<file path="src/caf_config.svh">
`ifndef CAF_CONFIG_SVH
`define CAF_CONFIG_SVH

// width of each I and Q component of a capture sample
`define CAF_CAP_BITS 8

// width of each I and Q component of a reference sample
`define CAF_REF_BITS 4

// buffer lengths in samples
`define CAF_CAP_LEN 16
`define CAF_REF_LEN 8

// every lag that keeps the reference inside the capture
`define CAF_LAGS (`CAF_CAP_LEN - `CAF_REF_LEN + 1)

// quarter-turn step of lane 1, 0 to 3
`define CAF_STEP_1 1

// per-component width of a correlation sum
`define CAF_SUM_BITS 16

`endif
</file>
<file path="src/caf_pkg.sv">
`default_nettype none

`include "caf_config.svh"

package caf_pkg;

   // I in the upper half, Q in the lower half
   typedef logic [2*`CAF_CAP_BITS-1:0] cap_sample_t;
   typedef logic [2*`CAF_REF_BITS-1:0] ref_sample_t;

   typedef logic [$clog2(`CAF_CAP_LEN)-1:0] cap_addr_t;
   typedef logic [$clog2(`CAF_REF_LEN)-1:0] ref_addr_t;
   typedef logic [$clog2(`CAF_LAGS)-1:0]    lag_t;

   typedef logic signed [`CAF_SUM_BITS-1:0] sum_t;  // one component of a correlation sum

   // |re| + |im| needs one bit more than a component
   typedef logic [`CAF_SUM_BITS:0] mag_t;

   typedef enum logic [1:0] {
      IDLE,
      CAPTURE,
      CORRELATE,
      REPORT
   } caf_state_t;

endpackage

`default_nettype wire

</file>
<file path="src/caf.sv">
`timescale 1ns/1ps
`default_nettype none

`include "caf_config.svh"

module caf (
   input  logic                 clk,
   input  logic                 rst_n,
   input  logic                 ref_we,
   input  caf_pkg::ref_addr_t   ref_addr,
   input  caf_pkg::ref_sample_t ref_data,
   input  logic                 in_valid,
   input  caf_pkg::cap_sample_t in_data,
   output logic                 in_ready,
   output logic                 peak_valid,
   output caf_pkg::mag_t        peak_mag,
   output caf_pkg::lag_t        peak_lag,
   output logic                 peak_bin
);

   import caf_pkg::*;

   caf_state_t  state;
   caf_state_t  state_nxt;
   cap_addr_t   wr_cnt;
   lag_t        lag_cnt;
   ref_addr_t   iter;
   logic        in_fire;
   logic        rd_en;
   logic        rd_first;
   logic        rd_last;
   logic        rd_done;
   cap_addr_t   rd_cap_addr;
   cap_sample_t cap_rdata;
   logic        cap_rvalid;
   ref_sample_t ref_rdata;
   logic        ref_rvalid;
   ref_sample_t ref_q;
   cap_addr_t   index_d;
   lag_t        lag_d1;
   lag_t        lag_d2;
   logic        first_d;
   logic        last_d;
   logic [3:0]  done_sr;
   logic [1:0]  sh_valid;
   cap_sample_t sh_sample [2];
   logic [1:0]  sh_first;
   logic [1:0]  sh_last;
   logic [1:0]  lane_valid;
   mag_t        lane_mag [2];
   lag_t        lane_lag [2];

   assign in_fire     = in_valid && in_ready;
   assign rd_en       = (state == CORRELATE);
   assign rd_cap_addr = cap_addr_t'(lag_cnt) + cap_addr_t'(iter);
   assign rd_first    = rd_en && (iter == '0);
   assign rd_last     = rd_en && (iter == ref_addr_t'(`CAF_REF_LEN - 1));
   assign rd_done     = rd_last && (lag_cnt == lag_t'(`CAF_LAGS - 1));

   always_comb begin
      state_nxt = state;
      case (state)
         IDLE: if (in_fire) state_nxt = CAPTURE;
         CAPTURE: begin
            if (in_fire && wr_cnt == cap_addr_t'(`CAF_CAP_LEN - 1)) begin
               state_nxt = CORRELATE;
            end
         end
         CORRELATE: if (rd_done) state_nxt = REPORT;
         REPORT: if (peak_valid) state_nxt = IDLE;  // back to idle after the pulse
         default: state_nxt = IDLE;
      endcase
   end

   always_ff @(posedge clk or negedge rst_n) begin
      if (!rst_n) begin
         state    <= IDLE;
         in_ready <= 1'b0;
         wr_cnt   <= '0;
         lag_cnt  <= '0;
         iter     <= '0;
         first_d  <= 1'b0;
         last_d   <= 1'b0;
         done_sr  <= '0;
      end else begin
         state    <= state_nxt;
         in_ready <= (state_nxt == IDLE) || (state_nxt == CAPTURE);
         if (in_fire) begin
            wr_cnt <= (wr_cnt == cap_addr_t'(`CAF_CAP_LEN - 1)) ? '0 : wr_cnt + 1'b1;
         end
         if (rd_last) begin
            iter    <= '0;
            lag_cnt <= rd_done ? '0 : lag_cnt + 1'b1;
         end else if (rd_en) begin
            iter <= iter + 1'b1;
         end
         first_d <= rd_first;  // aligned with the buffer read data
         last_d  <= rd_last;
         done_sr <= {done_sr[2:0], rd_done};  // ram + shifter + two x_corr stages
      end
   end

   always_ff @(posedge clk) begin
      index_d <= rd_cap_addr;
      lag_d1  <= lag_cnt;
      lag_d2  <= lag_d1;  // matches the shifter output
      if (ref_rvalid) begin
         ref_q <= ref_rdata;
      end
   end

   sample_buffer #(
      .payload_t (cap_sample_t),
      .DEPTH     (`CAF_CAP_LEN)
   ) u_cap_buf (
      .clk    (clk),
      .we     (in_fire),
      .waddr  (wr_cnt),
      .wdata  (in_data),
      .re     (rd_en),
      .raddr  (rd_cap_addr),
      .rdata  (cap_rdata),
      .rvalid (cap_rvalid)
   );

   sample_buffer #(
      .payload_t (ref_sample_t),
      .DEPTH     (`CAF_REF_LEN)
   ) u_ref_buf (
      .clk    (clk),
      .we     (ref_we),
      .waddr  (ref_addr),
      .wdata  (ref_data),
      .re     (rd_en),
      .raddr  (iter),
      .rdata  (ref_rdata),
      .rvalid (ref_rvalid)
   );

   for (genvar g = 0; g < 2; g++) begin : g_lane
      freq_shift #(
         .STEP ((g == 0) ? 0 : `CAF_STEP_1)
      ) u_shift (
         .clk        (clk),
         .rst_n      (rst_n),
         .in_valid   (cap_rvalid),
         .in_sample  (cap_rdata),
         .in_index   (index_d),
         .in_first   (first_d),
         .in_last    (last_d),
         .out_valid  (sh_valid[g]),
         .out_sample (sh_sample[g]),
         .out_first  (sh_first[g]),
         .out_last   (sh_last[g])
      );

      x_corr u_corr (
         .clk        (clk),
         .rst_n      (rst_n),
         .in_valid   (sh_valid[g]),
         .in_sample  (sh_sample[g]),
         .ref_sample (ref_q),
         .in_first   (sh_first[g]),
         .in_last    (sh_last[g]),
         .lag        (lag_d2),
         .mag_valid  (lane_valid[g]),
         .mag        (lane_mag[g]),
         .mag_lag    (lane_lag[g])
      );
   end

   peak_select u_peak (
      .clk        (clk),
      .rst_n      (rst_n),
      .mag_valid  (lane_valid[0]),
      .mag0       (lane_mag[0]),
      .mag1       (lane_mag[1]),
      .mag_lag    (lane_lag[0]),
      .done       (done_sr[3]),
      .peak_valid (peak_valid),
      .peak_mag   (peak_mag),
      .peak_lag   (peak_lag),
      .peak_bin   (peak_bin)
   );

   a_ready_window : assert property (
      @(posedge clk) disable iff (!rst_n)
      !((state == IDLE) || (state == CAPTURE)) |-> !in_ready
   ) else $error("in_ready high during correlation");

endmodule

`default_nettype wire

</file>
<file path="src/peak_select.sv">
`timescale 1ns/1ps
`default_nettype none

module peak_select (
   input  logic           clk,
   input  logic           rst_n,
   input  logic           mag_valid,
   input  caf_pkg::mag_t  mag0,
   input  caf_pkg::mag_t  mag1,
   input  caf_pkg::lag_t  mag_lag,
   input  logic           done,
   output logic           peak_valid,
   output caf_pkg::mag_t  peak_mag,
   output caf_pkg::lag_t  peak_lag,
   output logic           peak_bin
);

   import caf_pkg::*;

   mag_t best_mag;
   lag_t best_lag;
   logic best_bin;
   mag_t nxt_mag;
   lag_t nxt_lag;
   logic nxt_bin;

   // strictly greater, so earlier lags and lane 0 keep ties
   always_comb begin
      if (mag_lag == '0) begin
         nxt_mag = '0;  // new search starts at lag 0
         nxt_lag = '0;
         nxt_bin = 1'b0;
      end else begin
         nxt_mag = best_mag;
         nxt_lag = best_lag;
         nxt_bin = best_bin;
      end
      if (mag0 > nxt_mag) begin
         nxt_mag = mag0;
         nxt_lag = mag_lag;
         nxt_bin = 1'b0;
      end
      if (mag1 > nxt_mag) begin
         nxt_mag = mag1;
         nxt_lag = mag_lag;
         nxt_bin = 1'b1;
      end
   end

   always_ff @(posedge clk) begin
      if (mag_valid) begin
         best_mag <= nxt_mag;
         best_lag <= nxt_lag;
         best_bin <= nxt_bin;
      end
      if (mag_valid && done) begin
         peak_mag <= nxt_mag;
         peak_lag <= nxt_lag;
         peak_bin <= nxt_bin;
      end
   end

   always_ff @(posedge clk or negedge rst_n) begin
      if (!rst_n) begin
         peak_valid <= 1'b0;
      end else begin
         peak_valid <= mag_valid && done;
      end
   end

endmodule

`default_nettype wire

</file>
<file path="src/x_corr.sv">
`timescale 1ns/1ps
`default_nettype none

`include "caf_config.svh"

module x_corr (
   input  logic                 clk,
   input  logic                 rst_n,
   input  logic                 in_valid,
   input  caf_pkg::cap_sample_t in_sample,
   input  caf_pkg::ref_sample_t ref_sample,
   input  logic                 in_first,
   input  logic                 in_last,
   input  caf_pkg::lag_t        lag,
   output logic                 mag_valid,
   output caf_pkg::mag_t        mag,
   output caf_pkg::lag_t        mag_lag
);

   import caf_pkg::*;

   logic signed [`CAF_CAP_BITS-1:0] yi;
   logic signed [`CAF_CAP_BITS-1:0] yq;
   logic signed [`CAF_REF_BITS-1:0] ri;
   logic signed [`CAF_REF_BITS-1:0] rq;
   sum_t                            prod_re;
   sum_t                            prod_im;
   sum_t                            acc_re;
   sum_t                            acc_im;
   logic [`CAF_SUM_BITS-1:0]        abs_re;
   logic [`CAF_SUM_BITS-1:0]        abs_im;
   lag_t                            lag_q;
   logic                            last_q;
   logic                            span_open;

   assign yi = in_sample[2*`CAF_CAP_BITS-1 -: `CAF_CAP_BITS];
   assign yq = in_sample[`CAF_CAP_BITS-1:0];
   assign ri = ref_sample[2*`CAF_REF_BITS-1 -: `CAF_REF_BITS];
   assign rq = ref_sample[`CAF_REF_BITS-1:0];

   // y * conj(r) = (yi*ri + yq*rq) + j(yq*ri - yi*rq)
   assign prod_re = yi * ri + yq * rq;
   assign prod_im = yq * ri - yi * rq;

   // stage 1, accumulate over one reference span
   always_ff @(posedge clk) begin
      if (in_valid) begin
         if (in_first) begin
            acc_re <= prod_re;
            acc_im <= prod_im;
            lag_q  <= lag;  // lag of the span that starts here
         end else begin
            acc_re <= acc_re + prod_re;
            acc_im <= acc_im + prod_im;
         end
      end
   end

   always_ff @(posedge clk or negedge rst_n) begin
      if (!rst_n) begin
         last_q    <= 1'b0;
         span_open <= 1'b0;
         mag_valid <= 1'b0;
      end else begin
         last_q    <= in_valid && in_last;
         mag_valid <= last_q;
         if (in_valid && in_last) begin
            span_open <= 1'b0;
         end else if (in_valid && in_first) begin
            span_open <= 1'b1;
         end
      end
   end

   // unsigned result, so -(-2^15) still reads as 2^15
   assign abs_re = acc_re[`CAF_SUM_BITS-1] ? -acc_re : acc_re;
   assign abs_im = acc_im[`CAF_SUM_BITS-1] ? -acc_im : acc_im;

   // stage 2, L1 magnitude of the finished sum
   always_ff @(posedge clk) begin
      if (last_q) begin
         mag     <= {1'b0, abs_re} + {1'b0, abs_im};
         mag_lag <= lag_q;
      end
   end

   a_span_closed : assert property (
      @(posedge clk) disable iff (!rst_n)
      (in_valid && in_first) |-> !span_open
   ) else $error("x_corr span restarted before its last sample");

endmodule

`default_nettype wire

</file>
<file path="src/freq_shift.sv">
`timescale 1ns/1ps
`default_nettype none

`include "caf_config.svh"

module freq_shift #(
   parameter int STEP = 0
) (
   input  logic                 clk,
   input  logic                 rst_n,
   input  logic                 in_valid,
   input  caf_pkg::cap_sample_t in_sample,
   input  caf_pkg::cap_addr_t   in_index,
   input  logic                 in_first,
   input  logic                 in_last,
   output logic                 out_valid,
   output caf_pkg::cap_sample_t out_sample,
   output logic                 out_first,
   output logic                 out_last
);

   import caf_pkg::*;

   localparam logic [1:0] STEP_Q = 2'(STEP);

   logic [1:0]                      rot;
   logic signed [`CAF_CAP_BITS-1:0] xi;
   logic signed [`CAF_CAP_BITS-1:0] xq;
   logic signed [`CAF_CAP_BITS-1:0] oi;
   logic signed [`CAF_CAP_BITS-1:0] oq;
   cap_sample_t                     rot_sample;

   assign xi = in_sample[2*`CAF_CAP_BITS-1 -: `CAF_CAP_BITS];
   assign xq = in_sample[`CAF_CAP_BITS-1:0];

   // only the low two index bits matter mod 4
   assign rot = STEP_Q * in_index[1:0];

   // multiply by j^rot, negation wraps at the most negative value
   always_comb begin
      case (rot)
         2'd0: begin
            oi = xi;
            oq = xq;
         end
         2'd1: begin
            oi = -xq;
            oq = xi;
         end
         2'd2: begin
            oi = -xi;
            oq = -xq;
         end
         default: begin
            oi = xq;
            oq = -xi;
         end
      endcase
   end

   assign rot_sample = {oi, oq};

   always_ff @(posedge clk or negedge rst_n) begin
      if (!rst_n) begin
         out_valid <= 1'b0;
         out_first <= 1'b0;
         out_last  <= 1'b0;
      end else begin
         out_valid <= in_valid;
         out_first <= in_valid && in_first;
         out_last  <= in_valid && in_last;
      end
   end

   always_ff @(posedge clk) begin
      if (in_valid) begin
         out_sample <= rot_sample;
      end
   end

endmodule

`default_nettype wire

</file>
<file path="src/sample_buffer.sv">
`timescale 1ns/1ps
`default_nettype none

module sample_buffer #(
   parameter type payload_t = logic [7:0],
   parameter int  DEPTH     = 16
) (
   input  logic                                      clk,
   input  logic                                      we,
   input  logic [((DEPTH > 1) ? $clog2(DEPTH) : 1)-1:0] waddr,
   input  payload_t                                  wdata,
   input  logic                                      re,
   input  logic [((DEPTH > 1) ? $clog2(DEPTH) : 1)-1:0] raddr,
   output payload_t                                  rdata,
   output logic                                      rvalid
);

   payload_t mem [DEPTH];

   // write port, one entry per cycle
   always_ff @(posedge clk) begin
      if (we) begin
         mem[waddr] <= wdata;
      end
   end

   // registered read, data and strobe one cycle after re
   always_ff @(posedge clk) begin
      if (re) begin
         rdata <= mem[raddr];
      end
      rvalid <= re;
   end

   a_waddr_range : assert property (
      @(posedge clk) we |-> (int'(waddr) < DEPTH)
   ) else $error("sample_buffer write address %0d beyond depth %0d", waddr, DEPTH);

endmodule

`default_nettype wire

</file>
<file path="config.mk">
export PLATFORM = sky130hd
export DESIGN_NAME = caf
export DESIGN_NICKNAME = d
export VERILOG_FILES = /design/src/caf_pkg.sv /design/src/caf.sv /design/src/peak_select.sv /design/src/x_corr.sv /design/src/freq_shift.sv /design/src/sample_buffer.sv
export VERILOG_INCLUDE_DIRS = /design/src
export SDC_FILE = /design/constraint.sdc
export NUM_CORES = 1
export LEC_CHECK = 0
export BUFFER_PORTS_ARGS = -buffer_cell sky130_fd_sc_hd__buf_2
export CORE_UTILIZATION = 66
export CTS_BUF_LIST = sky130_fd_sc_hd__clkbuf_8
export DETAILED_ROUTE_END_ITERATION = 10
export PLACE_DENSITY = 0.79
export SKIP_LAST_GASP = 1
export SLEW_MARGIN = 20
export SYNTH_ARGS = -nofsm -noshare
export SYNTH_HDL_FRONTEND = slang
export SYNTH_SLANG_ARGS = --single-unit
</file>
<file path="constraint.sdc">
create_clock -name clk -period 8.5 [get_ports clk]
set_input_delay 0.85 -clock clk [delete_from_list [all_inputs] [get_ports clk]]
set_output_delay 0.85 -clock clk [all_outputs]
set_load 0.01 [all_outputs]
</file>
* Yosys cells after proc, flatten, opt, wreduce, memory -nomap -nowiden
Memories as Yosys holds them, arrays and structs flattened. A register that Yosys moved wholly into a read port is not among the register bits.
Cells that the tools add are included.
** Storage, ports and cells
- Flip-flop bits (word level) :: 227
- Latch bits :: 0
- Memory bits (writable) :: 320
- ROM bits :: 0
- Bits of input ports :: 31
- Output and inout bits :: 24
- Word-level logic and storage cells :: 125
- Memories :: 2
** Cells by class
- Add/subtract/negate cells :: 20
- Multiply operators :: 8
- Divide/modulo/power cells :: 0
- Order comparisons :: 2
- Equality and inequality tests :: 9
- Shifts and indexed selects :: 0
- Muxes and demuxes :: 32
- Bitwise logic cells :: 0
- Reduce and logical (&&, ||, !) cells :: 17
** Memory list
- u_cap_buf.mem :: words 16, width 16, rd ports 1, clocked after memory_dff 1, wr ports 1, line sample_buffer.sv:18 : payload_t mem [DEPTH];
- u_ref_buf.mem :: words 8, width 8, rd ports 1, clocked after memory_dff 1, wr ports 1, line sample_buffer.sv:18
** Operators with widths (number)
- $mux W16 :: 8
- $add A16 B16 Y16 :: 6
- $mul A8 B4 Y12 :: 8
- $neg A16 Y16 :: 4
- $mux W17 :: 3
- $pmux W8 S3 :: 2
- $add A16 B16 Y17 :: 2
- $gt A17 B17 Y1 :: 2
- $sub A16 B16 Y16 :: 2
- $mux W4 :: 5
- $neg A8 Y8 :: 2
- $logic_and A1 B1 Y1 :: 9
- $add A4 B1 Y4 const B :: 2
- $eq A4 B4 Y1 const B :: 2
- $mux W2 :: 4
- $pmux W2 S4 :: 1
- $mux W1 :: 7
- $eq A2 B1 Y1 const B :: 3
- $eq A2 B2 Y1 const B :: 3
- $logic_not A2 Y1 :: 3
- $mux W3 :: 2
- $add A4 B3 Y4 :: 1
- $logic_not A4 Y1 :: 1
- $add A3 B1 Y3 const B :: 1
- other kinds (5) :: 5

* Logic depth before layout (Yosys ltp)
- Depth in word-level cells :: 7
- Depth in mapped cells :: 30
- Depth with buffers taken out :: 29

* Cells and area by module
A second synthesis with hierarchy kept.
** Second synthesis, totals
- Cells, all modules :: 3145
- Area total of the unflattened synthesis :: 38792.2 um^2
** Modules (own cells, without submodules)
- sample_buffer (u_cap_buf) :: instances 1, cells an instance 433, area each 10223.6 um^2, seq. area each 8187.9 um^2
- x_corr (g_lane[0].u_corr) :: instances 1, cells an instance 1079, area each 10044.6 um^2, seq. area each 1761.7 um^2
- x_corr (g_lane[1].u_corr) :: instances 1, cells an instance 1020, area each 9603.0 um^2, seq. area each 1761.7 um^2
- peak_select :: instances 1, cells an instance 244, area each 2820.2 um^2, seq. area each 1346.3 um^2
- sample_buffer (u_ref_buf) :: instances 1, cells an instance 115, area each 2791.4 um^2, seq. area each 2182.1 um^2
- caf :: instances 1, cells an instance 109, area each 1471.4 um^2, seq. area each 980.9 um^2
- freq_shift (g_lane[1].u_shift) :: instances 1, cells an instance 124, area each 1270.0 um^2, seq. area each 555.5 um^2
- freq_shift (g_lane[0].u_shift) :: instances 1, cells an instance 21, area each 568.0 um^2, seq. area each 555.5 um^2

* Worst setup path before layout
No wires, ideal clock.
- Path kind :: register to register
- From :: register ref_q[3]
- To :: register g_lane[1].u_corr.acc_im[15] (data pin)
- Setup time :: 0.273 ns
- Arrival time :: 6.188 ns
- Data required time :: 8.227 ns
- Path slack :: 2.039 ns
- Stages on the path, launching flop included :: 28
- Buffers on the path :: 1
- Period minus slack after synthesis :: 6.461 ns
- Cell sequence :: edfxtp_1 -> clkbuf_1 -> nand2b_1 -> fa_1 -> fa_1 -> inv_1 -> fa_1 -> ha_1 -> fa_1 -> a21oi_1 -> nor2_1 -> nor2_1 -> o21bai_1 -> a21oi_1 -> xor2_1 -> ha_1 -> a21o_1 -> a31oi_1 -> nor2b_1 -> a211o_1 -> o21ai_0 -> ha_1 -> inv_1 -> nor2_1 -> a2111oi_0 -> nand3b_1 -> o211ai_1 -> xor2_1
** On the way
- Longest elaborated chain between the ends :: 4
** RTL lines
- start: declaration :: line caf.sv:38 : ref_sample_t ref_q;
- start signal: assignment :: line caf.sv:108 : ref_q <= ref_rdata;
- $mul A8 B4 Y12 * :: line x_corr.sv:43 : assign prod_im = yq * ri - yi * rq;
- $sub A16 B16 Y16 * :: line x_corr.sv:43
- $add A16 B16 Y16 :: line x_corr.sv:54 : acc_im <= acc_im + prod_im;
- $mux W16 * :: line x_corr.sv:48 : if (in_first) begin
- end signal: assignment :: line x_corr.sv:50 : acc_im <= prod_im;
- end signal: assignment :: line x_corr.sv:54
- end: declaration :: line x_corr.sv:29 : sum_t acc_im;
Mark *: on every way between the ends. The rest lies on a longest branch, timed or not.
A chain may end at the register's enable or synchronous reset.

* Worst setup path in the final report
Same ends and word-level chain as after synthesis.

==> flow_metrics.py <==
metrics = {
    "pwr": {
        "p_seq_share_pct": 32.6,
        "power.net_switching_mw": 4.04,
        "vdd.ir_drop.worst_v": 0.000237,
        "p_clk_share_pct": 21.2,
        "internal_power_mw": 6.93,
        "power_density_mw_per_mm2": 267,
        "power_frac_comb_pct": 46.2,
        "p_leak_nw": 16.5,
        "p_sw_share_pct": 36.8,
    },
    "cells_and_area": {
        "drive_gt1_share_pct": 11.7,
        "design_area_mm2": 0.0411,
        "layout.cells.most_common_list": "sky130_fd_sc_hd__edfxtp_1, sky130_fd_sc_hd__ha_1, sky130_fd_sc_hd__inv_1, sky130_fd_sc_hd__nand2_1, sky130_fd_sc_hd__xnor2_1",
        "postLayoutCoreUtil_pct": 72.5,
        "final.fill_count": 3763,
        "syn_to_final_growth_pct": 7.99,
        "fin_nets": 3773,
        "layout.cells.most_common": "sky130_fd_sc_hd__edfxtp_1",
    },
    "floorplan": {
        "die_h_um": 242,
        "floorplan.die.width_um": 242,
        "row_count": 87,
        "placeableCoreArea_mm2": 0.0567,
        "design.die.area_mm2": 0.0587,
        "effective_utilization_at_floorplan_pct": 67.1,
        "boundaryPins": 55,
    },
    "place": {
        "finalWeightedCongestion": 0.900,
        "detailed_place.area_mm2": 0.0393,
        "port_buffers": 54,
        "dp_hpwl_mm": 59.9,
    },
    "logic_synthesis": {
        "synth_xor_xnor_area_share_pct": 6.35,
        "post_synth_instance_area_mm2": 0.0381,
        "post_synthesis_share_of_cell_area_spent_on_and_or_nand_and_nor_gates_pct": 10.6,
        "synth-edff-count": 534,
        "yosys-mux-area-fraction_pct": 6.52,
        "mappedNetlistNets": 3676,
        "synth_sequential_area_ratio_pct": 44.4,
        "mapped_avg_cell_area_um2": 12.2,
        "netlist_instances": 3134,
        "synth_ff_type": "sky130_fd_sc_hd__edfxtp_1",
        "synthArstFlopShare_pct": 4.55,
        "post_synth_fa_ha_maj_area_fraction_pct": 19.7,
        "synth_top_family_by_area": "adder cells",
        "yosysWarnings": 0,
        "ys_ff_latch": 571,
        "synth.distinct_cells": 75,
        "synth_compound_gate_area_share_pct": 9.68,
    },
    "worst_setup_path": {
        "worst-setup-path-type": "reg -> reg",
        "cp_data_arrival_time_ns": 7.73,
        "crit_path_end_kind": "flop",
        "startpoint_type": "flop",
        "reg2reg_setup_slack_ns": 1.19,
        "critPathRequiredTime_ns": 8.92,
        "path_max_fanout": 20,
    },
    "clock_tree": {
        "post_cts_buffers": 0,
        "clock_insertion_delay_worst_skew_ns": 0.75,
        "clock_tree.root_cell": "sky130_fd_sc_hd__clkbuf_8",
        "post_cts_resize_count": 0,
        "htreeDepth": 3,
        "max-clock-path-buffers": 3,
        "cts_sinks": 571,
        "tritoncts": "built",
        "clk_pin_slew_ns": 0.06,
        "tritoncts.num_buffers": 91,
        "cts_hold_buffers": 0,
    },
    "timing": {
        "worst_hold_slack_ns": 0.112,
        "period_needed_ns": 7.31,
        "slew_violations": 0,
        "worst-slew-pin-transition_ns": 1.07,
        "rsz0062_at_grt": "no",
        "setup_total_negative_slack_ns": 0,
        "timing.fmax_ghz": 0.137,
        "setup_violations": 0,
        "post_route_skew_ns": 0.0631,
        "relSlewSlack_pct": 28.1,
        "timing_hold_violations_final": 0,
        "final.period_utilization_pct": 85.9,
    },
    "grt": {
        "grt-ovfl-total": 0,
        "first_global_vias": 25900,
        "grt_util_all_layers_pct": 28.4,
        "largest_net_degree_at_the_start_of_global_routing": 66,
        "antenna_found_initial": 0,
        "grt_first_pass_wirelength_mm": 133,
    },
    "hold_path": {
        "hold_class": "in -> async",
    },
    "job": {
        "maxCapViolations": 0,
    },
    "drt": {
        "detailed_route_vias_per_instance": 6.10,
        "antenna_left": 0,
        "detailedRoute.firstIterationViolations": 1561,
        "avgRoutedWirePerCell_um": 20.2,
        "vias": 24800,
        "remaining_drc_errors": 0,
        "totalWireLength_mm": 81.9,
        "detail_route.first_pass.iterations": 7,
    },
    "status": {
        "run_status": "complete, no violations",
    },
}
Yosys cell counts, types with 8 or more instances:
cell type	count	share of area [%]
sky130_fd_sc_hd__mux2i_1	24	0.63
sky130_fd_sc_hd__nand2_1	198	2.0
sky130_fd_sc_hd__xnor2_1	198	4.6
sky130_fd_sc_hd__or2_2	21	0.35
sky130_fd_sc_hd__a211oi_1	32	0.63
sky130_fd_sc_hd__o21a_1	14	0.28
sky130_fd_sc_hd__nor2b_1	62	1.0
sky130_fd_sc_hd__mux4_2	82	4.8
sky130_fd_sc_hd__ha_1	364	12
sky130_fd_sc_hd__o21ai_0	117	1.5
sky130_fd_sc_hd__dfxtp_1	11	0.58
sky130_fd_sc_hd__fa_1	147	7.7
sky130_fd_sc_hd__a31oi_2	9	0.30
sky130_fd_sc_hd__or4_1	10	0.20
sky130_fd_sc_hd__a211o_1	8	0.18
sky130_fd_sc_hd__o41ai_1	10	0.23
sky130_fd_sc_hd__a31oi_1	23	0.38
sky130_fd_sc_hd__nor3_1	40	0.53
sky130_fd_sc_hd__nand2b_1	36	0.59
sky130_fd_sc_hd__edfxtp_1	534	42
sky130_fd_sc_hd__clkbuf_1	72	0.71
sky130_fd_sc_hd__nand2_2	9	0.15
sky130_fd_sc_hd__o31ai_1	28	0.55
sky130_fd_sc_hd__inv_1	178	1.8
sky130_fd_sc_hd__a21o_1	63	1.2
sky130_fd_sc_hd__nand4_1	14	0.23
sky130_fd_sc_hd__or3_1	8	0.13
sky130_fd_sc_hd__and2_1	184	3.0
sky130_fd_sc_hd__mux2_2	35	1.0
sky130_fd_sc_hd__o21bai_1	38	0.75
sky130_fd_sc_hd__xor2_1	78	1.8
sky130_fd_sc_hd__dfrtp_1	26	1.7
sky130_fd_sc_hd__a21oi_1	170	2.2
sky130_fd_sc_hd__nor2_1	159	1.6
sky130_fd_sc_hd__nand3_1	20	0.26
area by class of cell:
class | count | area, µm² | share of cell area [%]
clock inverters | 71 | 533 | 1.30
well taps | 756 | 946 | 2.30
repair buffers | 93 | 563 | 1.37
inverters | 179 | 672 | 1.63
multi-input cells | 2295 | 20200 | 49.1
flip-flops and latches | 571 | 16900 | 41.1
clock buffers | 94 | 1290 | 3.15
diodes | 1 | 2.50 | 0.00609
layer usage:
metal / vias up / global-route usage (%) / wire length (µm)
met2: 711 / 50.4 / 42100
met3: 146 / 3.81 / 4130
met4: 0 / 10.0 / 2380
met1: 12300 / 35.7 / 33300
li1: 11600 / - / -
met5: - / 0 / 0
power by group through the flow:
| stage | registers [mW] | clock network (mW) | logic [mW] |
|---|---|---|---|
| 6_report | 3.58 | 2.33 | 5.07 |
| 3_5_place_dp | 3.63 | 0 | 4.98 |
| 3_3_place_gp | 3.61 | 0 | 4.74 |
| 2_1_floorplan | 3.57 | 0 | 4.00 |
| 5_1_grt | 3.59 | 2.48 | 5.61 |
| 4_1_cts | 3.57 | 2.37 | 5.04 |
worst paths after layout:
check	startpoint	endpoint	cells past startpoint
max	ref_q[3]$_DFFE_PP_	g_lane[1].u_corr.acc_im[15]$_DFFE_PP_	26
min	rst_n	g_lane[0].u_corr.mag_valid$_DFF_PN0_	1
max reg2reg	ref_q[3]$_DFFE_PP_	g_lane[1].u_corr.acc_im[15]$_DFFE_PP_	26
min reg2reg	lag_d1[2]$_DFF_P_	lag_d2[2]$_DFF_P_	0
max in group asynchronous	rst_n	g_lane[1].u_shift.out_first$_DFF_PN0_	1
min in group clk	lag_d1[2]$_DFF_P_	lag_d2[2]$_DFF_P_	0
per-stage QoR:
stage | std cells | worst slack [ns] | power, mW
after global placement | 3894 | 1.57 | 8.36
final | 4060 | 1.19 | 11.0
after detailed placement | 3894 | 1.34 | 8.61
after global routing | 4059 | 0.555 | 11.7
after floorplan | 3134 | 2.04 | 7.57
after CTS | 4059 | 1.25 | 11.0
cells by family after synthesis:
kind of cell / after synthesis
XOR/XNOR: 276
multiplexers: 141
flip-flops: 571
adder cells (fa/ha/maj): 511
AND/OR/NAND/NOR: 793
AO/OA/AOI/OAI: 574
buffers and inverters: 268
flip-flops by register name, indices dropped and copies added (netlist names), 8 cells and up:
| register | cells |
|---|---|
| u_peak.best_mag | 17 |
| u_cap_buf.mem | 256 |
| u_cap_buf.rdata | 16 |
| g_lane.u_corr.acc_re | 32 |
| u_ref_buf.rdata | 8 |
| g_lane.u_corr.acc_im | 32 |
| g_lane.u_shift.out_sample | 32 |
| ref_q | 8 |
| g_lane.u_corr.mag | 34 |
| u_ref_buf.mem | 64 |
| u_peak.peak_mag | 17 |
critical path, cell delays in order (launching register included):
cell	delay (ns)
sky130_fd_sc_hd__edfxtp_1	0.81
sky130_fd_sc_hd__nand2b_1	0.18
sky130_fd_sc_hd__fa_1	0.54
sky130_fd_sc_hd__fa_1	0.56
sky130_fd_sc_hd__inv_1	0.06
sky130_fd_sc_hd__fa_1	0.48
sky130_fd_sc_hd__ha_1	0.25
sky130_fd_sc_hd__fa_1	0.42
sky130_fd_sc_hd__a21oi_1	0.14
sky130_fd_sc_hd__nor2_1	0.05
sky130_fd_sc_hd__nor2_1	0.16
sky130_fd_sc_hd__o21bai_1	0.10
sky130_fd_sc_hd__a21oi_1	0.21
sky130_fd_sc_hd__xor2_1	0.22
sky130_fd_sc_hd__ha_1	0.32
sky130_fd_sc_hd__a21o_1	0.20
sky130_fd_sc_hd__a31oi_1	0.14
sky130_fd_sc_hd__nor2b_1	0.06
sky130_fd_sc_hd__a211o_1	0.29
sky130_fd_sc_hd__o21ai_0	0.50
sky130_fd_sc_hd__ha_1	0.35
sky130_fd_sc_hd__inv_1	0.12
sky130_fd_sc_hd__nor2_1	0.09
sky130_fd_sc_hd__a2111oi_0	0.44
sky130_fd_sc_hd__nand3b_1	0.14
sky130_fd_sc_hd__o211ai_1	0.13
sky130_fd_sc_hd__xor2_1	0.09
Power figures use the tool's default switching activity.
